[config.mk]
export PLATFORM = sky130hd
export DESIGN_NAME = ctrl_regs_flat
export DESIGN_NICKNAME = d
export VERILOG_FILES = /design/src/memtest_pkg.sv /design/src/mem_port_if.sv /design/src/ctrl_regs.sv /design/src/flat_wrapper.sv
export VERILOG_INCLUDE_DIRS = /design/src
export SDC_FILE = /design/constraint.sdc
export NUM_CORES = 1
export LEC_CHECK = 0
export ABC_AREA = 1
export BUFFER_PORTS_ARGS = -buffer_cell sky130_fd_sc_hd__buf_2
export CORE_AREA = 5 5 149 123
export DETAILED_ROUTE_END_ITERATION = 10
export DIE_AREA = 0 0 154 128
export GPL_ROUTABILITY_DRIVEN = 0
export HOLD_SLACK_MARGIN = 0.15
export PLACE_DENSITY_LB_ADDON = 0.1
export SKIP_LAST_GASP = 1
export SYNTH_ARGS = -nofsm -noshare
export SYNTH_HDL_FRONTEND = slang
export SYNTH_SLANG_ARGS = --single-unit
[constraint.sdc]
create_clock -name mainclk_buf -period 2.1 [get_ports mainclk_buf]
set_clock_uncertainty 0.1 [all_clocks]
set_input_delay 0.42 -clock mainclk_buf [delete_from_list [all_inputs] [get_ports mainclk_buf]]
set_output_delay 0.42 -clock mainclk_buf [all_outputs]
set_load 0.05 [all_outputs]
[src/memtest_config.svh]
// widths, memory depth and latency for the memory self-test block
// host register offsets and LFSR pattern constants
`ifndef MEMTEST_CONFIG_SVH
`define MEMTEST_CONFIG_SVH

`define MEM_AW      8               // 256 words
`define DATA_W      32
`define REG_AW      8
`define RD_LAT      2               // test ram read latency in cycles
`define HB_W        24              // heartbeat counter

`define LFSR_SEED   32'hACE1_2468
`define LFSR_TAPS   32'h8020_0003   // galois form, x^32+x^22+x^2+x+1

// host register map
`define R_CTRL      8'h00
`define R_START     8'h04
`define R_STOP      8'h08
`define R_STATUS    8'h0C
`define R_ITER      8'h10
`define R_ERRS      8'h14
`define R_ERRADDR   8'h18
`define R_MADDR     8'h1C
`define R_MWDATA    8'h20
`define R_MREAD     8'h24
`define R_MRDATA    8'h28
`define R_LEDS      8'h2C

`endif

[src/memtest_pkg.sv]
// shared types for the memory self-test block
// data, address, count and LED vectors, test engine states
`include "memtest_config.svh"

package memtest_pkg;

    typedef logic [`DATA_W-1:0] word_t;     // one memory or register word
    typedef logic [`MEM_AW-1:0] maddr_t;    // memory word address
    typedef logic [`REG_AW-1:0] raddr_t;    // host register offset
    typedef logic [15:0]        count_t;    // pass and error counts
    typedef logic [7:0]         led_t;

    // test engine sequence
    typedef enum logic [1:0] {
        IDLE,
        WRITE,
        READ,
        DONE
    } tst_state_e;

endpackage

[src/mem_port_if.sv]
// single word-wide memory port with requester and memory sides
`timescale 1ns/1ps

interface mem_port_if;

    logic                wr;        // one-cycle write strobe
    logic                rd;        // one-cycle read strobe
    memtest_pkg::maddr_t addr;
    memtest_pkg::word_t  wdata;
    logic                rvalid;
    memtest_pkg::word_t  rdata;
    logic                gnt;       // request taken this cycle

    modport requester (
        output wr,
        output rd,
        output addr,
        output wdata,
        input  rvalid,
        input  rdata,
        input  gnt
    );

    modport memory (
        input  wr,
        input  rd,
        input  addr,
        input  wdata,
        output rvalid,
        output rdata,
        output gnt
    );

endinterface

[src/ctrl_regs.sv]
// host register file with manual memory access sequencing
// status capture for the test engine and LED drive
`timescale 1ns/1ps
`include "memtest_config.svh"

module ctrl_regs (
    input  logic                mainclk_buf,
    input  logic                rst_n_i,
    input  memtest_pkg::raddr_t reg_addr_i,
    input  memtest_pkg::word_t  reg_wdata_i,
    input  logic                reg_write_i,
    input  logic                reg_read_i,
    output memtest_pkg::word_t  reg_rdata_o,
    output logic                reg_rvalid_o,
    output memtest_pkg::led_t   leds_o,
    output logic                start_o,
    output logic                check_only_o,
    output logic                lfsr_mode_o,
    output logic                clear_o,
    output memtest_pkg::maddr_t addr_start_o,
    output memtest_pkg::maddr_t addr_stop_o,
    input  logic                busy_i,
    input  logic                pass_i,
    input  logic                fail_i,
    input  memtest_pkg::count_t iterations_i,
    input  memtest_pkg::count_t errors_i,
    input  memtest_pkg::maddr_t err_addr_i,
    mem_port_if.requester       man
);

    logic [3:0]          ctrl_q;        // flash_all, led_test, lfsr_mode, check_only
    memtest_pkg::maddr_t rng_start_q;
    memtest_pkg::maddr_t rng_stop_q;
    memtest_pkg::maddr_t maddr_q;
    memtest_pkg::word_t  mwdata_q;
    memtest_pkg::word_t  mrdata_q;
    memtest_pkg::led_t   leds_q;        // software pattern for led test mode
    logic                rdone_q;
    logic                man_wr_q;
    logic                man_rd_q;
    logic                start_p_q;
    logic                clear_p_q;
    logic [`HB_W-1:0]    hb_q;
    memtest_pkg::word_t  rd_mux;
    memtest_pkg::word_t  rdata_q;
    logic                rvalid_q;
    logic                wr_ctrl;
    logic                wr_mread;
    logic                hb;

    assign wr_ctrl  = reg_write_i && (reg_addr_i == `R_CTRL);
    assign wr_mread = reg_write_i && (reg_addr_i == `R_MREAD);
    assign hb       = hb_q[`HB_W-1];

    always_ff @(posedge mainclk_buf or negedge rst_n_i) begin
        if (!rst_n_i) begin
            ctrl_q      <= '0;
            rng_start_q <= '0;
            rng_stop_q  <= '0;
            maddr_q     <= '0;
            mwdata_q    <= '0;
            mrdata_q    <= '0;
            leds_q      <= '0;
            rdone_q     <= 1'b0;
            man_wr_q    <= 1'b0;
            man_rd_q    <= 1'b0;
            start_p_q   <= 1'b0;
            clear_p_q   <= 1'b0;
            hb_q        <= '0;
            rdata_q     <= '0;
            rvalid_q    <= 1'b0;
        end else begin
            hb_q      <= hb_q + 1'b1;
            start_p_q <= wr_ctrl && reg_wdata_i[31];    // command bits, not stored
            clear_p_q <= wr_ctrl && reg_wdata_i[30];
            man_wr_q  <= reg_write_i && (reg_addr_i == `R_MWDATA);
            man_rd_q  <= wr_mread;
            rvalid_q  <= reg_read_i;
            if (reg_read_i)
                rdata_q <= rd_mux;
            if (reg_write_i) begin
                case (reg_addr_i)
                    `R_CTRL:   ctrl_q      <= reg_wdata_i[3:0];
                    `R_START:  rng_start_q <= reg_wdata_i[`MEM_AW-1:0];
                    `R_STOP:   rng_stop_q  <= reg_wdata_i[`MEM_AW-1:0];
                    `R_MADDR:  maddr_q     <= reg_wdata_i[`MEM_AW-1:0];
                    `R_MWDATA: mwdata_q    <= reg_wdata_i;
                    `R_LEDS:   leds_q      <= reg_wdata_i[7:0];
                    default: ;
                endcase
            end
            // manual read return lands RD_LAT after the rd strobe
            if (man.rvalid) begin
                mrdata_q <= man.rdata;
                rdone_q  <= 1'b1;
            end else if (wr_mread) begin
                rdone_q  <= 1'b0;
            end
        end
    end

    always_comb begin
        rd_mux = '0;
        case (reg_addr_i)
            `R_CTRL:    rd_mux[3:0]         = ctrl_q;
            `R_START:   rd_mux[`MEM_AW-1:0] = rng_start_q;
            `R_STOP:    rd_mux[`MEM_AW-1:0] = rng_stop_q;
            `R_STATUS:  rd_mux[3:0]         = {rdone_q, fail_i, pass_i, busy_i};
            `R_ITER:    rd_mux[15:0]        = iterations_i;
            `R_ERRS:    rd_mux[15:0]        = errors_i;
            `R_ERRADDR: rd_mux[`MEM_AW-1:0] = err_addr_i;
            `R_MADDR:   rd_mux[`MEM_AW-1:0] = maddr_q;
            `R_MWDATA:  rd_mux              = mwdata_q;
            `R_MRDATA:  rd_mux              = mrdata_q;
            `R_LEDS:    rd_mux[7:0]         = leds_q;
            default:    rd_mux              = '0;
        endcase
    end

    always_comb begin
        if (ctrl_q[2] && ctrl_q[3])
            leds_o = {8{hb}};                               // flash all
        else if (ctrl_q[2])
            leds_o = leds_q;
        else
            leds_o = {4'b0000, fail_i, pass_i, busy_i, hb};
    end

    assign reg_rdata_o  = rdata_q;
    assign reg_rvalid_o = rvalid_q;
    assign start_o      = start_p_q;
    assign clear_o      = clear_p_q;
    assign check_only_o = ctrl_q[0];
    assign lfsr_mode_o  = ctrl_q[1];
    assign addr_start_o = rng_start_q;
    assign addr_stop_o  = rng_stop_q;

    assign man.wr    = man_wr_q;
    assign man.rd    = man_rd_q;
    assign man.addr  = maddr_q;
    assign man.wdata = mwdata_q;

endmodule

[src/flat_wrapper.sv]
// flat-port wrapper written by rule: the top's interface ports become plain ports
module ctrl_regs_flat 
  (mainclk_buf, rst_n_i, reg_addr_i, reg_wdata_i, reg_write_i, reg_read_i, reg_rdata_o, reg_rvalid_o, leds_o, start_o, check_only_o, lfsr_mode_o, clear_o, addr_start_o, addr_stop_o, busy_i, pass_i, fail_i, iterations_i, errors_i, err_addr_i, man_wr, man_rd, man_addr, man_wdata, man_rvalid, man_rdata, man_gnt);
  mem_port_if man_i ();
  input  logic mainclk_buf;
  input  logic rst_n_i;
  input  memtest_pkg::raddr_t reg_addr_i;
  input  memtest_pkg::word_t reg_wdata_i;
  input  logic reg_write_i;
  input  logic reg_read_i;
  output memtest_pkg::word_t reg_rdata_o;
  output logic reg_rvalid_o;
  output memtest_pkg::led_t leds_o;
  output logic start_o;
  output logic check_only_o;
  output logic lfsr_mode_o;
  output logic clear_o;
  output memtest_pkg::maddr_t addr_start_o;
  output memtest_pkg::maddr_t addr_stop_o;
  input  logic busy_i;
  input  logic pass_i;
  input  logic fail_i;
  input  memtest_pkg::count_t iterations_i;
  input  memtest_pkg::count_t errors_i;
  input  memtest_pkg::maddr_t err_addr_i;
  output wire logic [$bits(man_i.wr)-1:0] man_wr;
  output wire logic [$bits(man_i.rd)-1:0] man_rd;
  output wire logic [$bits(man_i.addr)-1:0] man_addr;
  output wire logic [$bits(man_i.wdata)-1:0] man_wdata;
  input wire logic [$bits(man_i.rvalid)-1:0] man_rvalid;
  input wire logic [$bits(man_i.rdata)-1:0] man_rdata;
  input wire logic [$bits(man_i.gnt)-1:0] man_gnt;
  assign man_wr = man_i.wr;
  assign man_rd = man_i.rd;
  assign man_addr = man_i.addr;
  assign man_wdata = man_i.wdata;
  assign man_i.rvalid = man_rvalid;
  assign man_i.rdata = man_rdata;
  assign man_i.gnt = man_gnt;
  ctrl_regs u_core (.mainclk_buf(mainclk_buf), .rst_n_i(rst_n_i), .reg_addr_i(reg_addr_i), .reg_wdata_i(reg_wdata_i), .reg_write_i(reg_write_i), .reg_read_i(reg_read_i), .reg_rdata_o(reg_rdata_o), .reg_rvalid_o(reg_rvalid_o), .leds_o(leds_o), .start_o(start_o), .check_only_o(check_only_o), .lfsr_mode_o(lfsr_mode_o), .clear_o(clear_o), .addr_start_o(addr_start_o), .addr_stop_o(addr_stop_o), .busy_i(busy_i), .pass_i(pass_i), .fail_i(fail_i), .iterations_i(iterations_i), .errors_i(errors_i), .err_addr_i(err_addr_i), .man(man_i));
endmodule
==> impl_results.md, run 1 <==
- Final hold vios: 0
- Fin cells: 1473
- Crit-path cells: inv_2 -> nand2_1 -> a21oi_1 -> buf_4
- Post-synthesis sequential area ratio: 53.1%
- Top cells by count, synth: 396 x nand2_1, 162 x dfrtp_1, 83 x nand3_1
- Clk buf depth: 2
- Async S/R FF share, synth: 100%
- Yosys reg bits: 162
- Max incr delay on CP: 0.42 ns
- Net count after synthesis: 1075
- Tot Pwr: 7330 µW
- Clock Latency Late Sink: 0.43 ns
- Status: finished, final reports clean
- Die area: 19700 µm²
- Crit path max-delay cell type: dfrtp_1
- Yosys Warn Count: 0
- CP bufs+invs: 2
- Area delta synth->final: 33.9%
- Chip height: 128 µm
- Final Instance Area: 10200 µm²
- Total track usage: 24.3%
- Crit. End Element: output port
- Gate count of the mapped netlist: 953
- ANT nets after route: 0
- Congestion Overflow GR: 0
- Largest cells by area after synthesis: dfrtp_1 53%, nand2_1 19%, nand3_1 5.4%, nor2_1 3.2%, inv_1 2.6%
- Max-cap viol count: 0
- Post-synth EDFFs: 0
- Layout cells sized above 1: 25.0%
- CP max FO: 8
- Final net count: 1357
- PwrDens: 717 nW/µm²
- Top cell type's share of synthesized area: 53.1%
- Crit path max-delay family: flip-flops
- Leakage: 0.00557 µW
- First-pass GRT wire length: 37.7 mm
- Post-DP HPWL: 16.7 mm
- RSZ-0062 raised after global routing: true
- Core area: 16800 µm²
- Hold WS: 0.174 ns
- Initial antenna violation count: 2
- Critical path type: reg -> out
- Period utilization: 97.3%
- Vias per inst: 4.98
- Synth area leader: dfrtp_1
- Hold/Removal Path Class: in -> reg
- Pin count of the biggest net entering global routing: 47
- Die width: 154 µm
- Total CTS buffers: 17
- DR pass1 iterations: 5
- Tightest Pin Transition: 0.475 ns
- Slew margin rel.: 68.2%
- Fill count: 1559
- Initial DRC count: 421
- Starting Density: 45.5%
- DR vias: 7340
- Worst Path Required: 1.58 ns
- Crit path DAT: 1.52 ns
- Slew Limit Fails: 0
- # DRC: 0
- Synthesized area per cell: 8.02 µm²
- CTS root buf: clkbuf_16
- Cell area after placement: 9080 µm²
- # IOs: 224
- Fmax: 489 MHz
- Finished Core Util: 60.9%
- Sink Count: 162
- Clock transition at path regs: 0.06 ns
- Netlist cell types: 34
- Top-count cell post-synth: nand2_1
- Max VDD drop: 0.000579 V
- Routed WL per cell: 16.1 µm
- Port Buffers: 222
- Number of instances in the placed design: 1384
- Final WL: 23.7 mm
- Fin crit period: 2.04 ns
- Final setup fails: 0
- CTS tree: built
- Num rows: 43
- Synthesized cell area: 7640 µm²
- Vias in the first global route: 7125
- Deepest level of the CTS H-tree: 4
- Top_reg_cell synth: dfrtp_1
- Critical path startpoint category: register
flip-flops by register name, summed over array words and instances, names as in the netlist, 8 cells and up:
| register | flops |
|---|---|
| u_core.man.wdata | 32 |
| u_core.mrdata_q | 32 |
| u_core.reg_rdata_o | 32 |
| u_core.hb_q | 24 |
| u_core.addr_start_o | 8 |
| u_core.addr_stop_o | 8 |
| u_core.leds_q | 8 |
| u_core.man.addr | 8 |
final cells by class:
cell class / instances / area, µm² / share of cell area (%)
sequential: 162 / 4060 / 39.6
multi-input combinational: 694 / 3150 / 30.8
timing repair buffer: 301 / 1950 / 19.1
clock buffer: 20 / 447 / 4.37
tap: 225 / 282 / 2.75
inverter: 59 / 224 / 2.19
clock inverter: 10 / 111 / 1.09
antenna: 2 / 5.00 / 0.0489
routing by layer:
metal	vias up	track usage [%]	wire, µm
met4	0	6.44	313
met5	-	0	0
li1	3588	-	-
met2	217	38.8	11000
met3	25	7.02	1710
met1	3510	32.8	10700
report_power, final:
part           internal [µW]  leakage (µW)  total [µW]  switching, µW
Sequential              3260       0.00215        3360            101
Combinational            315       0.00314         973            658
Clock                   1760      0.000280        3000           1230
Total                   5340       0.00557        7330           1990
worst paths after layout:
kind / start / end / slack [ns] / cells past startpoint
hold / removal: reg_wdata_i[31] / u_core.start_o / 0.17 / 3
setup reg to reg: u_core.hb_q[0] / u_core.hb_q[18] / 0.31 / 8
setup / recovery: u_core.ctrl_q[3] / leds_o[0] / 0.06 / 4
max in group asynchronous: rst_n_i / u_core.mrdata_q[20] / 0.93 / 3
min in group asynchronous: rst_n_i / u_core.addr_stop_o[6] / 0.38 / 2
hold reg to reg: u_core.hb_q[20] / u_core.hb_q[20] / 0.37 / 1
layout by cell type, fill, tap and decap left out, drive strengths merged, types with 2 or more instances in the layout:
cell type    count
buf            244
diode            2
clkinv           8
o21ai           49
dlygate4sd3     56
xnor2            4
xor2            15
clkbuf          21
nor3            10
a21oi           32
nand3           86
o211ai           3
nand2          399
nand4           15
inv             59
nor2            76
dfrtp          162
bufinv           2
per-stage QoR:
step / TNS [ns] / worst slack (ns)
after floorplan: 0 / 0.166
after detailed placement: 0 / 0.0424
after CTS: 0 / 0.00646
after global placement: 0 / 0.0738
final: 0 / 0.0566
after global routing: -0.0171 / -0.0171
cells by family (layout without fill, tap and decap cells):
family                     after synthesis  count (layout)  synth area share, %
AOI/OAI and AO/OA                       85              85                 6.17
xor gates and xnor gates                19              19                 2.18
adders and majority gates                1               1                0.164
buffers and inverters                   97             390                 5.73
DFF                                    162             162                 53.1
other                                    0               2                    0
and+or+nand+nor                        589             589                 32.7
worst register-to-register path, delay by kind of cell (launching register included):
| kind | cells | cell delay, ns |
|---|---|---|
| compound gates | 1 | 0.16 |
| simple gates | 6 | 0.82 |
| fa+ha+maj | 1 | 0.22 |
| flops | 1 | 0.38 |
what timing repair did:
item,CTS,global route
buffers inserted,0,1
gates resized for setup,5,4
setup endpoints to repair,7,8
pin swaps,0,1
endpoints found under the hold margin,95,0
hold buffers,56,0
Power figures use the tool's default switching activity.
==> inputs of run 2 (changes only) <==
--- a/config.mk
+++ b/config.mk
@@ -14,6 +14,7 @@
 export GPL_ROUTABILITY_DRIVEN = 0
 export HOLD_SLACK_MARGIN = 0.15
 export PLACE_DENSITY_LB_ADDON = 0.1
+export RECOVER_POWER = 50
 export SKIP_LAST_GASP = 1
 export SYNTH_ARGS = -nofsm -noshare
 export SYNTH_HDL_FRONTEND = slang
==> run 2 against run 1 <==
  * Flip-flop and latch count unchanged
  * Critical path depth unchanged
  * Sequential share of layout area increased by 0.30 points
  * Critical endpoint unchanged
  * Largest cell class unchanged
  * Power decreased by 0.26%
  * Non-clock buffer count unchanged
==> impl_results.md, run 2 (synthesis results as in run 1) <==
- Final WL: 23.6 mm (was 23.7 mm)
- Initial DRC count: 407 (was 421)
- Post-DP HPWL: 16.7 mm (unchanged)
- Crit-path cells: inv_2 -> nand2_1 -> a21oi_1 -> buf_4 (unchanged)
- Num rows: 43 (unchanged)
- Post-Place Setup Slack: 0.0424 ns (unchanged)
- Fin cells: 1473 (unchanged)
- Crit path max-delay family: flip-flops (unchanged)
- Congestion Overflow GR: 0 (unchanged)
- Routed WL per cell: 16.0 µm (was 16.1 µm)
- Total CTS buffers: 17 (unchanged)
- Critical path startpoint category: register (unchanged)
- # IOs: 224 (unchanged)
- Starting Density: 45.5% (unchanged)
- Crit. End Element: output port (unchanged)
- Slew Limit Fails: 0 (unchanged)
- Final net count: 1357 (unchanged)
- Crit path max-delay cell type: dfrtp_1 (unchanged)
- Max incr delay on CP: 0.42 ns (about the same)
- Commonest non-fill, non-tap cells in the layout: 397 x nand2_1, 211 x buf_2, 161 x dfrtp_1 (was 396 x nand2_1, 216 x buf_2, 161 x dfrtp_1)
- RSZ-0062 raised after global routing: true (unchanged)
- Final setup fails: 0 (unchanged)
- Max-cap viol count: 0 (unchanged)
- PwrDens: 721 nW/µm² (was 717 nW/µm²)
- DR vias: 7322 (was 7340)
- Tot Pwr: 7310 µW (was 7330 µW)
- Max VDD drop: 0.000578 V (was 0.000579 V)
- CTS root buf: clkbuf_16 (unchanged)
- CTS tree: built (unchanged)
- CP bufs+invs: 2 (unchanged)
- Clock Latency Late Sink: 0.43 ns (about the same)
- DR pass1 iterations: 6 (was 5)
- Fill count: 1579 (was 1559)
- Hold WS: 0.176 ns (was 0.174 ns)
- Clk buf depth: 2 (unchanged)
- Port Buffers: 222 (unchanged)
- # DRC: 0 (unchanged)
- Cell area after placement: 9080 µm² (unchanged)
- Deepest level of the CTS H-tree: 4 (unchanged)
- Leakage: 0.00554 µW (was 0.00557 µW)
- Status: finished, final reports clean (unchanged)
- Slew margin rel.: 28.6% (was 68.2%)
- Core area: 16800 µm² (unchanged)
- Number of instances in the placed design: 1384 (unchanged)
- Pin count of the biggest net entering global routing: 47 (unchanged)
- Die width: 154 µm (unchanged)
- Most common cell after layout, fill and taps aside: nand2_1 (unchanged)
- Clock transition at path regs: 0.06 ns (about the same)
- Tightest Pin Transition: 1.07 ns (was 0.475 ns)
- Critical path type: reg -> out (unchanged)
- Area delta synth->final: 32.8% (was 33.9%)
- Fin crit period: 2.05 ns (was 2.04 ns)
- Chip height: 128 µm (unchanged)
- Hold/Removal Path Class: in -> reg (unchanged)
- Final setup margin: 0.0541 ns (was 0.0566 ns)
- Period utilization: 97.4% (was 97.3%)
- Total track usage: 24.3% (unchanged)
- First-pass GRT wire length: 37.7 mm (unchanged)
- ANT nets after route: 0 (unchanged)
- Vias per inst: 4.97 (was 4.98)
- Initial antenna violation count: 2 (unchanged)
- Layout cells sized above 1: 23.9% (was 25.0%)
- Worst Path Required: 1.58 ns (about the same)
- Final Instance Area: 10200 µm² (about the same)
- Vias in the first global route: 7125 (unchanged)
- Die area: 19700 µm² (unchanged)
- Sink Count: 162 (unchanged)
- Final hold vios: 0 (unchanged)
- Crit path DAT: 1.53 ns (was 1.52 ns)
- Fmax: 489 MHz (about the same)
- CP max FO: 8 (unchanged)
-- run 2: cell count changes in the layout (fill, tap and decap cells not counted), sizes merged --
| cell | before | now |
|---|---|---|
| buf | 244 | 236 |
| clkbuf | 21 | 29 |
-- run 2: area by class of cell --
| class | instances | area, µm² | share of cell area (%) |
|---|---|---|---|
| Antenna cell | 2 | 5.00 | 0.0493 |
| Clock buffer | 20 | 447 | 4.40 |
| Clock inverter | 10 | 111 | 1.10 |
| Inverter | 59 | 224 | 2.21 |
| Multi-Input combinational cell | 694 | 3120 | 30.8 |
| Sequential cell | 162 | 4060 | 39.9 |
| Tap cell | 225 | 282 | 2.77 |
| Timing Repair Buffer | 301 | 1910 | 18.8 |
-- run 2: timing repair --
| action | 4_1_cts | 5_1_grt |
|---|---|---|
| setup buffers | 0 | 1 |
| setup endpoints to repair | 7 | 8 |
| endpoints found under the hold margin | 95 | 0 |
| pin swaps | 0 | 1 |
| hold buffers | 56 | 0 |
| resized for setup | 5 | 4 |
-- run 2: worst register-to-register path, delay by kind of cell, from the launching register on --
| kind | cells | cell delay (ns) |
|---|---|---|
| adders and majority gates | 1 | 0.22 |
| AOI/OAI and AO/OA | 1 | 0.16 |
| and+or+nand+nor | 6 | 0.95 |
| DFF | 1 | 0.37 |
-- run 2: power by group --
part           internal [µW]  switching [µW]  total (µW)
sequential              3260             100        3360
combinational            305             654         959
clock                   1760            1230        2990
-- run 2: path summary, 6_finish.rpt --
kind	startpoint	slack, ns	to	cells past startpoint
max in group asynchronous	rst_n_i	0.29	u_core.mrdata_q[20]	3
hold / removal	reg_wdata_i[31]	0.18	u_core.start_o	3
setup reg to reg	u_core.hb_q[0]	0.20	u_core.hb_q[18]	8
setup / recovery	u_core.ctrl_q[3]	0.05	leds_o[0]	4
hold reg to reg	u_core.hb_q[0]	0.36	u_core.hb_q[0]	1
min in group asynchronous	rst_n_i	0.62	u_core.addr_stop_o[6]	2
-- run 2: per-stage QoR --
stage	TNS, ns	utilization, %
after CTS	0	60.8
after floorplan	0	-
final	0	60.5
after detailed placement	0	54.1
after global placement	0	54.1
after global routing	-0.0171	60.5
-- run 2: layer usage --
| metal | share of wire (%) | GRT usage, % | vias to the layer above |
|---|---|---|---|
| li1 | - | - | 3590 |
| met1 | 44 | 32.8 | 3448 |
| met2 | 46 | 38.8 | 256 |
| met3 | 8.1 | 7.02 | 28 |
| met4 | 1.4 | 6.44 | 0 |
| met5 | 0 | 0 | - |
