## config.mk

```make
export PLATFORM = sky130hd
export DESIGN_NAME = mem_arbiter_flat
export DESIGN_NICKNAME = d
export VERILOG_FILES = /design/src/memtest_pkg.sv /design/src/mem_port_if.sv /design/src/mem_arbiter.sv /design/src/flat_wrapper.sv
export VERILOG_INCLUDE_DIRS = /design/src
export SDC_FILE = /design/constraint.sdc
export NUM_CORES = 1
export LEC_CHECK = 0
export ABC_AREA = 1
export ABC_CLOCK_PERIOD_IN_PS = 1050
export BUFFER_PORTS_ARGS = -buffer_cell sky130_fd_sc_hd__buf_2
export CORE_AREA = 3 3 88 90
export CTS_CLUSTER_SIZE = 20
export DETAILED_ROUTE_END_ITERATION = 8
export DIE_AREA = 0 0 91 93
export PLACE_DENSITY = 0.57
export SYNTH_ARGS = -nofsm -noshare
export SYNTH_HDL_FRONTEND = slang
export SYNTH_SLANG_ARGS = --single-unit
```

## constraint.sdc

```tcl
create_clock -name mainclk_buf -period 1.05 [get_ports mainclk_buf]
set_input_delay 0.105 -clock mainclk_buf [delete_from_list [all_inputs] [get_ports mainclk_buf]]
set_output_delay 0.105 -clock mainclk_buf [all_outputs]
set_load 0.02 [all_outputs]
```

## src/memtest_config.svh

```systemverilog
// widths, memory depth and latency for the memory self-test block
// host register offsets and LFSR pattern constants
`ifndef MEMTEST_CONFIG_SVH
`define MEMTEST_CONFIG_SVH

`define MEM_AW      8               // 256 words
`define DATA_W      32
`define REG_AW      8
`define RD_LAT      2               // test ram read latency in cycles
`define HB_W        24              // heartbeat counter

`define LFSR_SEED   32'hACE1_2468
`define LFSR_TAPS   32'h8020_0003   // galois form, x^32+x^22+x^2+x+1

// host register map
`define R_CTRL      8'h00
`define R_START     8'h04
`define R_STOP      8'h08
`define R_STATUS    8'h0C
`define R_ITER      8'h10
`define R_ERRS      8'h14
`define R_ERRADDR   8'h18
`define R_MADDR     8'h1C
`define R_MWDATA    8'h20
`define R_MREAD     8'h24
`define R_MRDATA    8'h28
`define R_LEDS      8'h2C

`endif

```

## src/memtest_pkg.sv

```systemverilog
// shared types for the memory self-test block
// data, address, count and LED vectors, test engine states
`include "memtest_config.svh"

package memtest_pkg;

    typedef logic [`DATA_W-1:0] word_t;     // one memory or register word
    typedef logic [`MEM_AW-1:0] maddr_t;    // memory word address
    typedef logic [`REG_AW-1:0] raddr_t;    // host register offset
    typedef logic [15:0]        count_t;    // pass and error counts
    typedef logic [7:0]         led_t;

    // test engine sequence
    typedef enum logic [1:0] {
        IDLE,
        WRITE,
        READ,
        DONE
    } tst_state_e;

endpackage

```

## src/mem_port_if.sv

```systemverilog
// single word-wide memory port with requester and memory sides
`timescale 1ns/1ps

interface mem_port_if;

    logic                wr;        // one-cycle write strobe
    logic                rd;        // one-cycle read strobe
    memtest_pkg::maddr_t addr;
    memtest_pkg::word_t  wdata;
    logic                rvalid;
    memtest_pkg::word_t  rdata;
    logic                gnt;       // request taken this cycle

    modport requester (
        output wr,
        output rd,
        output addr,
        output wdata,
        input  rvalid,
        input  rdata,
        input  gnt
    );

    modport memory (
        input  wr,
        input  rd,
        input  addr,
        input  wdata,
        output rvalid,
        output rdata,
        output gnt
    );

endinterface

```

## src/mem_arbiter.sv

```systemverilog
// fixed-priority arbiter, manual port over test engine
// owner tags steer read returns back to the issuing port
`timescale 1ns/1ps
`include "memtest_config.svh"

module mem_arbiter (
    input  logic       mainclk_buf,
    input  logic       rst_n_i,
    mem_port_if.memory    man,
    mem_port_if.memory    tst,
    mem_port_if.requester ram
);

    logic              man_req;
    logic              tst_req;
    logic              tst_win;
    logic [`RD_LAT-1:0] own_q;      // 1 when the tester owns that read stage

    assign man_req = man.rd || man.wr;
    assign tst_req = tst.rd || tst.wr;
    assign tst_win = tst_req && !man_req && ram.gnt;

    assign ram.wr    = man_req ? man.wr : (tst_win && tst.wr);
    assign ram.rd    = man_req ? man.rd : (tst_win && tst.rd);
    assign ram.addr  = man_req ? man.addr : tst.addr;
    assign ram.wdata = man_req ? man.wdata : tst.wdata;

    assign man.gnt = ram.gnt;
    assign tst.gnt = tst_win;       // tester holds its request until this

    always_ff @(posedge mainclk_buf or negedge rst_n_i) begin
        if (!rst_n_i)
            own_q <= '0;
        else
            own_q <= {own_q[`RD_LAT-2:0], tst_win && tst.rd};
    end

    assign man.rvalid = ram.rvalid && !own_q[`RD_LAT-1];
    assign tst.rvalid = ram.rvalid && own_q[`RD_LAT-1];
    assign man.rdata  = ram.rdata;
    assign tst.rdata  = ram.rdata;

    // a read tagged for the tester always meets a ram return
    a_tag_aligned: assert property (@(posedge mainclk_buf) disable iff (!rst_n_i)
        own_q[`RD_LAT-1] |-> ram.rvalid);

endmodule

```

## src/flat_wrapper.sv

```systemverilog
// flat-port wrapper written by rule: the top's interface ports become plain ports
module mem_arbiter_flat 
  (mainclk_buf, rst_n_i, man_wr, man_rd, man_addr, man_wdata, man_rvalid, man_rdata, man_gnt, tst_wr, tst_rd, tst_addr, tst_wdata, tst_rvalid, tst_rdata, tst_gnt, ram_wr, ram_rd, ram_addr, ram_wdata, ram_rvalid, ram_rdata, ram_gnt);
  mem_port_if man_i ();
  mem_port_if tst_i ();
  mem_port_if ram_i ();
  input  logic mainclk_buf;
  input  logic rst_n_i;
  input wire logic [$bits(man_i.wr)-1:0] man_wr;
  input wire logic [$bits(man_i.rd)-1:0] man_rd;
  input wire logic [$bits(man_i.addr)-1:0] man_addr;
  input wire logic [$bits(man_i.wdata)-1:0] man_wdata;
  output wire logic [$bits(man_i.rvalid)-1:0] man_rvalid;
  output wire logic [$bits(man_i.rdata)-1:0] man_rdata;
  output wire logic [$bits(man_i.gnt)-1:0] man_gnt;
  input wire logic [$bits(tst_i.wr)-1:0] tst_wr;
  input wire logic [$bits(tst_i.rd)-1:0] tst_rd;
  input wire logic [$bits(tst_i.addr)-1:0] tst_addr;
  input wire logic [$bits(tst_i.wdata)-1:0] tst_wdata;
  output wire logic [$bits(tst_i.rvalid)-1:0] tst_rvalid;
  output wire logic [$bits(tst_i.rdata)-1:0] tst_rdata;
  output wire logic [$bits(tst_i.gnt)-1:0] tst_gnt;
  output wire logic [$bits(ram_i.wr)-1:0] ram_wr;
  output wire logic [$bits(ram_i.rd)-1:0] ram_rd;
  output wire logic [$bits(ram_i.addr)-1:0] ram_addr;
  output wire logic [$bits(ram_i.wdata)-1:0] ram_wdata;
  input wire logic [$bits(ram_i.rvalid)-1:0] ram_rvalid;
  input wire logic [$bits(ram_i.rdata)-1:0] ram_rdata;
  input wire logic [$bits(ram_i.gnt)-1:0] ram_gnt;
  assign man_i.wr = man_wr;
  assign man_i.rd = man_rd;
  assign man_i.addr = man_addr;
  assign man_i.wdata = man_wdata;
  assign man_rvalid = man_i.rvalid;
  assign man_rdata = man_i.rdata;
  assign man_gnt = man_i.gnt;
  assign tst_i.wr = tst_wr;
  assign tst_i.rd = tst_rd;
  assign tst_i.addr = tst_addr;
  assign tst_i.wdata = tst_wdata;
  assign tst_rvalid = tst_i.rvalid;
  assign tst_rdata = tst_i.rdata;
  assign tst_gnt = tst_i.gnt;
  assign ram_wr = ram_i.wr;
  assign ram_rd = ram_i.rd;
  assign ram_addr = ram_i.addr;
  assign ram_wdata = ram_i.wdata;
  assign ram_i.rvalid = ram_rvalid;
  assign ram_i.rdata = ram_rdata;
  assign ram_i.gnt = ram_gnt;
  mem_arbiter u_core (.mainclk_buf(mainclk_buf), .rst_n_i(rst_n_i), .man(man_i), .tst(tst_i), .ram(ram_i));
endmodule
```

==> impl_results.md, run 1 <==
* Switch Pwr at 0.000475 W
* Final setup vio count at 1
* Total number of vias at 1,393
* Sw Share at 40.7%
* Max stage delay on crit path at 170 ps
* Final Critical Period at 1060 ps
* Final period util at 101%
* Post-route setup slack at -10.5 ps
* WL/cell at 10.5 um
* Number of cells on the worst hold path at 0
* Worst-Skew Late Latency at 210 ps
* Reg-to-reg setup timing slack at 590 ps
* Relative slew slack at 88.6%
* Net Count, Synth at 333
* Post-Layout Cell Count at 385
* Slowest CP cell: nor2_4
* Actual slew at the worst max-slew pin at 171 ps
* Die ar. at 8460 sq um
* Overall routing resource usage at 7.93%
* Final ANT Viol Nets at 0
* RSZ-0062 raised after global routing: yes
* Met2 GRT Util at 13.7%
* Fmax at 0.943 GHz
* Placed insts at 376
* Critical Path Sink: ram_rd
* Maximum clock path buffer count at 2
* Ys flop type: dfrtp_1
* Die width at 91 um
* Status: finished with violations
* Worst Reg-to-Reg Cells at 0
* Fill cells at 817
* Ys async rst share at 100%
* Area delta synth->final at 52.0%
* Cell with the most instances after synthesis: nand2_1
* Failing checks: setup timing
* Post-synth EDFFs at 0
* CP Launch Type: input port
* Top Registers: u_core.own_q: 2 flops
* Critical Path Start: man_wr
* Clock share of power at 25.5%
* Area share of the largest cell type after synthesis at 44.0%
* Initial antenna violation count at 0
* Hold Crit Class: input port to output pin
* Sequential-to-total area share from yosys stat at 4.51%
* Hold Vio Cnt, Final at 0
* FF-to-FF End: u_core.own_q[1]
* Final WL at 4030 um
* Place WS at -0.244 ps
* Detail Placement HPWL at 3180 um
* Largest net degree at the start of global routing at 24
* First-pass GRT wire length at 5710 um
* Final max-slew violation count at 0
* PD cells at 692 nW/um^2
* Syn_area_per_cell at 5.20 sq um
* Post-synthesis cell area at 1110 sq um
* TritonCTS clock tree: done
* Post-synth cell types at 9
* Final nets at 408
* Max FFs per register at 2
* Storage cell area at 50.0 sq um
* Worst Skew at 0.942 ps
* Remaining global-route overflow at 0
* FP Rows at 31
* Worst Path Required at 940 ps
* Seq cells post-synth at 2
* Flop pwr share at 6.9%
* Vert. Die Dim at 93 um
* Initial DRC Count at 18
* Synth cell count leaders: 125 x nand2_1, 65 x buf_4, 8 x buf_2
* Root buf cell: clkbuf_8
* Worst-path maximum fanout at 5
* Setup crit end kind: output pin
* Routability Congestion at 0.654
* GR Util met1 at 7.67%
* Worst r2r src: u_core.own_q[0]
* Mapped Cells at 213
* Combinational fraction of design power at 67.7%
* Via density at 3.62
* DRT Pass-1 Iters at 4
* Share of cells above drive strength 1 at 54.2%
* Vias in the first global route at 1,339
* TritonCTS Buffers at 3
* CORE AREA at 7140 sq um
* Diode count at 0
* GR met3 Demand/Resource at 3.62%
* Leakage at 1.11 nW
* Worst path arrival time at 960 ps
* Final instance area at 1690 sq um
* Pint at 0.000691 W
* Most common cell on crit path: buf_6
* Crit path cell chain: buf_8 -> nor2_4 -> buf_6 -> buf_12 -> nand4_1 -> nand2_1 -> buf_6
* H-tree lvl count at 1
* Top post-synthesis cells by area: buf_4 44%, nand2_1 42%, dfrtp_1 4.5%, buf_2 3.6%, inv_1 2.4%
* Post-DP Area at 1450 sq um
* VDD IR max at 0.254 mV
* Multi-input logic area at 520 sq um
* Post-synth top area cell: buf_4
* Setup TNS at -10.5 ps
* Post-route DRC at 0
* Top reg by flops: u_core.own_q
* IO Pins at 230
* Syn. warnings at 0
* Initial Utilization at 15.5%
* Gr busiest metal: met2
* CP Class: input port to output pin
* Port Buffers at 133
* Sink Count at 2
* Max_cap viols at 0
==> per-layer routing <==
| layer | share of wire [%] | vias up | wire length, um |
|---|---|---|---|
| met2 | 49 | 104 | 1970 |
| met3 | 13 | 26 | 541 |
| met1 | 33 | 555 | 1330 |
| li1 | - | 708 | - |
| met4 | 4.6 | 0 | 187 |
| met5 | 0 | - | 0 |
==> placed cells by master (no fill, tap or decap), types with 3 or more instances in the layout <==
| cell type | n |
|---|---|
| buf_12 | 4 |
| buf_2 | 113 |
| buf_4 | 13 |
| buf_6 | 9 |
| clkbuf_8 | 3 |
| inv_1 | 7 |
| nand2_1 | 118 |
| nand2_2 | 7 |
==> cells by family after synthesis <==
| family | count (synthesis) | synth area share (%) |
|---|---|---|
| buffers and inverters | 81 | 50.3 |
| DFF | 2 | 4.51 |
| and+or+nand+nor | 130 | 45.1 |
==> layout make-up <==
cell class / instances / share of cell area [%]
inverter: 8 / 1.78
timing repair buffer: 143 / 54.6
tap: 99 / 7.35
clock buffer: 3 / 2.45
sequential: 2 / 2.97
multi-input combinational: 130 / 30.9
==> how the worst min path moves through the flow <==
| stage | slack, ps | from | to |
|---|---|---|---|
| floorplan | -190 | rst_n_i | u_core.own_q[0] |
| global placement | -110 | rst_n_i | u_core.own_q[0] |
| detailed placement | -110 | rst_n_i | u_core.own_q[0] |
| CTS | 190 | tst_rd | u_core.own_q[0] |
| global route | 210 | ram_rdata[25] | tst_rdata[25] |
| finish | 210 | ram_rdata[15] | tst_rdata[15] |
==> power groups by stage <==
stage                     Sequential, W  Combinational, W  Clock, W
after floorplan               0.0000807          0.000709         0
after global placement        0.0000808          0.000691         0
after detailed placement      0.0000808          0.000697         0
after CTS                     0.0000801          0.000704  0.000308
after global routing          0.0000802          0.000867  0.000309
final                         0.0000801          0.000789  0.000297
==> per-stage QoR <==
stage,hold slack [ps],util (%),total power [W]
after floorplan,-191,-,0.000790
after global placement,-108,20.3,0.000772
after detailed placement,-106,20.3,0.000778
after CTS,191,21.1,0.00109
after global routing,210,23.6,0.00126
final,210,23.6,0.00117
==> critical path, delay by kind of cell <==
kind	cells	cell delay [ps]
buffers and inverters	4	460
and+or+nand+nor	3	390
==> timing repair <==
item / in CTS / in global routing
pin swaps: 1 / 5
resized for setup: 2 / 37
gates cloned: 0 / 2
hold buffers: 1 / 0
endpoints found under the hold margin: 2 / 0
setup endpoints to repair: 3 / 43
setup buffers: 0 / 3
Power figures use the tool's default switching activity.
==> run 2, diff against run 1 <==
--- a/config.mk
+++ b/config.mk
@@ -9,11 +9,12 @@
 export ABC_AREA = 1
 export ABC_CLOCK_PERIOD_IN_PS = 1050
 export BUFFER_PORTS_ARGS = -buffer_cell sky130_fd_sc_hd__buf_2
-export CORE_AREA = 3 3 88 90
+export CORE_AREA = 2 2 90 92
 export CTS_CLUSTER_SIZE = 20
 export DETAILED_ROUTE_END_ITERATION = 8
-export DIE_AREA = 0 0 91 93
-export PLACE_DENSITY = 0.57
+export DIE_AREA = 0 0 92 94
+export PLACE_DENSITY = 0.54
+export SKIP_CTS_REPAIR_TIMING = 1
 export SYNTH_ARGS = -nofsm -noshare
 export SYNTH_HDL_FRONTEND = slang
 export SYNTH_SLANG_ARGS = --single-unit
==> run 2 against run 1 <==
Compared with the run above:
- the flow now finishes without violations
- core utilization down 3.8 points
- sequential power about the same
- sequential cell count unchanged
- sequential share of layout area up 0.35 points
- critical endpoint is now tst_gnt
==> impl_results.md, run 2 (same netlist as run 1, synthesis figures left out) <==
* Max stage delay on crit path at 160 ps (about the same)
* Largest net degree at the start of global routing at 22 (-8.3%)
* Worst Path Required at 940 ps (about the same)
* Port Buffers at 133 (unchanged)
* Overall routing resource usage at 7.43% (-0.51 points)
* Multi-input logic area at 503 sq um (-3.4%)
* Final setup vio count at 0 (-1)
* TritonCTS Buffers at 3 (unchanged)
* Storage cell area at 50.0 sq um (unchanged)
* Max FFs per register at 2 (unchanged)
* WL/cell at 9.48 um (-9.3%)
* Actual slew at the worst max-slew pin at 154 ps (-17.2 ps)
* Commonest non-fill, non-tap cell in the layout: buf_2
* Crit path cell chain: buf_2 -> nor2_4 -> inv_2 -> buf_12 -> nor2_1 -> buf_4
* Initial antenna violation count at 0 (unchanged)
* Top reg by flops: u_core.own_q
* IO Pins at 230 (unchanged)
* Final max-slew violation count at 0 (unchanged)
* Initial Utilization at 14.6% (-0.96 points)
* Post-route setup slack at 13.4 ps (+23.9 ps)
* Status: complete, no violations
* Final WL at 3640 um (-9.6%)
* H-tree lvl count at 1 (unchanged)
* Final ANT Viol Nets at 0 (unchanged)
* Fill cells at 904 (+11%)
* Die width at 92 um (+1.1%)
* Die ar. at 8650 sq um (+2.2%)
* Remaining global-route overflow at 0 (unchanged)
* Top Registers: u_core.own_q: 2 flops
* Leakage at 1.04 nW (-5.8%)
* Hold Crit Class: input port to output pin
* CORE AREA at 7610 sq um (+6.6%)
* Worst hold slack at 210 ps (unchanged)
* Root buf cell: clkbuf_8
* Worst-Skew Late Latency at 210 ps (about the same)
* Max_cap viols at 0 (unchanged)
* RSZ-0062 raised after global routing: yes
* Vert. Die Dim at 94 um (+1.1%)
* Relative slew slack at 89.7% (+1.1 points)
* FP Rows at 32 (+3.2%)
* Post-route DRC at 0 (unchanged)
* Total number of vias at 1,399 (+0.43%)
* Worst Skew at 3.04 ps (+2.10 ps)
* Setup crit end kind: output pin
* Most frequent cells in the layout: 130 x buf_2, 124 x nand2_1, 7 x inv_1
* Worst-path maximum fanout at 20 (+15)
* Fmax at 0.965 GHz (+2.3%)
* Initial DRC Count at 19 (+1)
* First-pass GRT wire length at 5150 um (-9.7%)
* Sink Count at 2 (unchanged)
* Hold Vio Cnt, Final at 0 (unchanged)
* Share of cells above drive strength 1 at 51.1% (-3.1 points)
* Area delta synth->final at 36.1%
* Detail Placement HPWL at 3200 um (+0.36%)
* Worst path arrival time at 930 ps (-30 ps)
* CP Launch Type: input port
* TritonCTS clock tree: done
* Place WS at -14.3 ps (-14.1 ps)
* PD cells at 713 nW/um^2 (+3.2%)
* VDD IR max at 0.284 mV (+12%)
* DRT Pass-1 Iters at 4 (unchanged)
* Final Critical Period at 1040 ps (-23.9 ps)
* Final nets at 404 (-0.98%)
* Final period util at 98.7% (-2.3 points)
* Diode count at 0 (unchanged)
* Vias in the first global route at 1,202 (-10%)
* Via density at 3.64 (+0.69%)
* Routability Congestion at 0.665 (+1.6%)
* Slowest CP cell: nor2_4
* CP Class: input port to output pin
* Maximum clock path buffer count at 2 (unchanged)
==> run 2: changes by cell type in the layout (fill, tap and decap cells not counted), sizes merged <==
cell	change
clkbuf	-2
buf	-2
==> run 2: through the flow <==
stage	std cells	total power, W	TNS, ps	utilization, %	cell area [sq um]
after global routing	384	0.00116	-936	19.8	1510
after CTS	383	0.00108	-66.6	19.4	1480
after detailed placement	380	0.000772	-41.9	18.9	1440
after floorplan	213	0.000790	0	-	1110
final	384	0.00108	0	19.8	1510
after global placement	380	0.000765	-9.58	18.9	1440
==> run 2: area by class of cell <==
cell class              instances  share of cell area (%)
clock buffers                   3                    2.74
inverters                       8                    1.99
multi-input cells             130                    33.3
flip-flops and latches          2                    3.32
well taps                     102                    8.46
repair buffers                139                    50.2
==> run 2: path summary, 6_finish.rpt <==
path,endpoint,slack (ps),start,depth (start not counted)
worst max-delay path,tst_gnt,10,man_rd,6
worst min-delay path,man_rdata[15],210,ram_rdata[15],0
worst max register to register,u_core.own_q[1],590,u_core.own_q[0],0
worst min register to register,u_core.own_q[1],340,u_core.own_q[0],0
max in group asynchronous,u_core.own_q[0],720,rst_n_i,2
min in group asynchronous,u_core.own_q[1],230,rst_n_i,2
==> run 2: per-layer routing <==
metal  vias up  track usage, %  wire (um)
li1        700               -          -
met1       569            6.56       1180
met2       100            14.0       1800
met3        30            1.85        437
met4         0            6.47        223
met5         -               0          0
==> run 2: where the power goes <==
group / switching [W] / leakage (nW) / internal [W]
Sequential: 0.000000633 / 0.0276 / 0.0000795
Clock: 0.0000568 / 0.0216 / 0.000242
Combinational: 0.000402 / 0.995 / 0.000296
Total: 0.000459 / 1.04 / 0.000618
==> run 2: worst max-delay path: cells and delay by family <==
kind,cells,cell delay (ps)
buffers and inverters,4,520
and+or+nand+nor,2,290
==> run 3, diff against run 2 <==
--- a/config.mk
+++ b/config.mk
@@ -8,12 +8,12 @@
 export LEC_CHECK = 0
 export ABC_AREA = 1
 export ABC_CLOCK_PERIOD_IN_PS = 1050
-export BUFFER_PORTS_ARGS = -buffer_cell sky130_fd_sc_hd__buf_2
-export CORE_AREA = 2 2 90 92
+export CORE_AREA = 2 2 89 91
 export CTS_CLUSTER_SIZE = 20
 export DETAILED_ROUTE_END_ITERATION = 8
-export DIE_AREA = 0 0 92 94
-export PLACE_DENSITY = 0.54
+export DIE_AREA = 0 0 91 93
+export DONT_BUFFER_PORTS = 1
+export PLACE_DENSITY = 0.3
 export SKIP_CTS_REPAIR_TIMING = 1
 export SYNTH_ARGS = -nofsm -noshare
 export SYNTH_HDL_FRONTEND = slang
==> run 3 against run 2 <==
Compared with the run above:
- non-clock buffer count decreased by 135
- first-iteration DRC count increased by 11%
- largest cell class is now multi-input gates
- die area decreased by 2.1%
- critical endpoint is now man_rvalid
==> impl_results.md, run 3 (same netlist as run 1, synthesis figures left out) <==
* Worst-path maximum fanout at 2 (-90%)
* Slowest CP cell: dfrtp_1
* Crit path cell chain: nor2_1
* Worst Skew at 1.03 ps (-2.01 ps)
* Vias in the first global route at 696 (-42%)
* Final instance area at 785 sq um (-48%)
* Worst-Skew Late Latency at 210 ps (about the same)
* H-tree lvl count at 1 (unchanged)
* Actual slew at the worst max-slew pin at 393 ps (+239 ps)
* Fmax at 1.00 GHz (+4.0%)
* Final ANT Viol Nets at 0 (unchanged)
* RSZ-0062 raised after global routing: no
* Vert. Die Dim at 93 um (-1.1%)
* VDD IR max at 0.220 mV (-23%)
* Detail Placement HPWL at 2110 um (-34%)
* DRT Pass-1 Iters at 4 (unchanged)
* Largest net degree at the start of global routing at 42 (+91%)
* Remaining global-route overflow at 0 (unchanged)
* Area delta synth->final at -29.2%
* First-pass GRT wire length at 3170 um (-38%)
* Commonest non-fill, non-tap cell in the layout: nand2_1
* TritonCTS Buffers at 3 (unchanged)
* TritonCTS clock tree: done
* FP Rows at 32 (unchanged)
* Worst-path clk slew at 30 ps
* Final WL at 2540 um (-30%)
* CP Launch Type: register
* Max stage delay on crit path at 370 ps (+210 ps)
* IO Pins at 230 (unchanged)
* Status: complete, no violations
* Worst Path Required at 940 ps (about the same)
* Fill cells at 894 (-1.1%)
* Final setup vio count at 0 (unchanged)
* Top Registers: u_core.own_q: 2 flops
* Final Util at 10.4% (-9.4 points)
* Port Buffers at 0 (-100%)
* Initial Utilization at 14.7% (+0.16 points)
* Root buf cell: clkbuf_8
* Initial antenna violation count at 0 (unchanged)
* Post-route DRC at 0 (unchanged)
* Max FFs per register at 2 (unchanged)
* Worst r2r src: u_core.own_q[0]
* Maximum clock path buffer count at 2 (unchanged)
* CP Class: register to output pin
* Final max-slew violation count at 0 (unchanged)
* Setup crit end kind: output pin
* WL/cell at 10.2 um (+7.7%)
* Diode count at 0 (unchanged)
* Overall routing resource usage at 4.75% (-2.7 points)
* CORE AREA at 7530 sq um (-1.1%)
* Most frequent cells in the layout: 125 x nand2_1, 7 x inv_1, 3 x clkbuf_8, 3 x buf_4
* Top reg by flops: u_core.own_q
* Total number of vias at 917 (-34%)
* Relative slew slack at 73.8% (-16 points)
* Die ar. at 8460 sq um (-2.1%)
* Via density at 3.68 (+1.1%)
* PD cells at 962 nW/um^2 (+35%)
* Max_cap viols at 0 (unchanged)
* Final period util at 94.9% (-3.8 points)
* Critical Path Start: u_core.own_q[1]
* Leakage at 0.487 nW (-53%)
* Routability Congestion at 0.692 (+4.1%)
* Die width at 91 um (-1.1%)
* Final Critical Period at 997 ps (-40.0 ps)
* Initial DRC Count at 21 (+2)
* Sink Count at 2 (unchanged)
* Post-DP Area at 731 sq um (-49%)
* Final nets at 269 (-33%)
* Post-Layout Cell Count at 249 (-35%)
* Worst path arrival time at 890 ps (-40 ps)
* Share of cells above drive strength 1 at 5.44% (-46 points)
* Bufs and invs on worst path at 0 (-4)
* Hold Crit Class: input port to register
* Placed insts at 245 (-36%)
* Hold Vio Cnt, Final at 0 (unchanged)
* Hold path startpoint: ram_gnt
* Setup TNS at 0 ps (unchanged)
* Delay-heaviest family, CP: flip-flops
-- run 3: cell types whose count changed in the layout (fill, tap and decap cells not counted) --
cell     delta
buf_2     -130
inv_4       +1
inv_2       -1
buf_12      -2
buf_6       -3
nand2_1     +1
nand2_2     -1
-- run 3: layout make-up --
| class | instances | area [sq um] | area share, % |
|---|---|---|---|
| Tap cell | 102 | 128 | 16.3 |
| Clock buffer | 3 | 41.3 | 5.26 |
| Multi-Input combinational cell | 130 | 500 | 63.8 |
| Timing Repair Buffer | 4 | 32.5 | 4.15 |
| Inverter | 8 | 32.5 | 4.15 |
| Sequential cell | 2 | 50.0 | 6.38 |
-- run 3: layer usage --
metal	global-route usage (%)	part of all wire, %	vias to the layer above
met2	8.89	50	97
met5	0	0	-
li1	-	-	431
met3	1.53	14	24
met4	4.17	6.1	0
met1	4.01	30	365
-- run 3: worst paths after layout --
kind                                   end  slack, ps  depth (start not counted)
setup / recovery                man_rvalid         50                          1
hold / removal             u_core.own_q[0]         80                          2
setup reg to reg           u_core.own_q[1]        590                          0
hold reg to reg            u_core.own_q[1]        340                          0
max in group asynchronous  u_core.own_q[0]        800                          1
min in group asynchronous  u_core.own_q[1]        130                          1
-- run 3: power by group --
part | total [W] | internal [W] | switching (W) | leakage (nW)
combinational | 0.000380 | 0.0000727 | 0.000308 | 0.438
clock | 0.000294 | 0.000242 | 0.0000524 | 0.0216
sequential | 0.0000801 | 0.0000795 | 0.000000636 | 0.0276
total | 0.000755 | 0.000394 | 0.000361 | 0.487
-- run 3: stage by stage --
| step | setup WS, ps | total power, W | hold WS, ps |
|---|---|---|---|
| after detailed placement | -33.5 | 0.000461 | -191 |
| after global routing | 8.40 | 0.000816 | 88.1 |
| after CTS | -35.4 | 0.000769 | -411 |
| after global placement | 2.67 | 0.000461 | -191 |
| after floorplan | 179 | 0.000790 | -191 |
| final | 53.4 | 0.000755 | 75.9 |
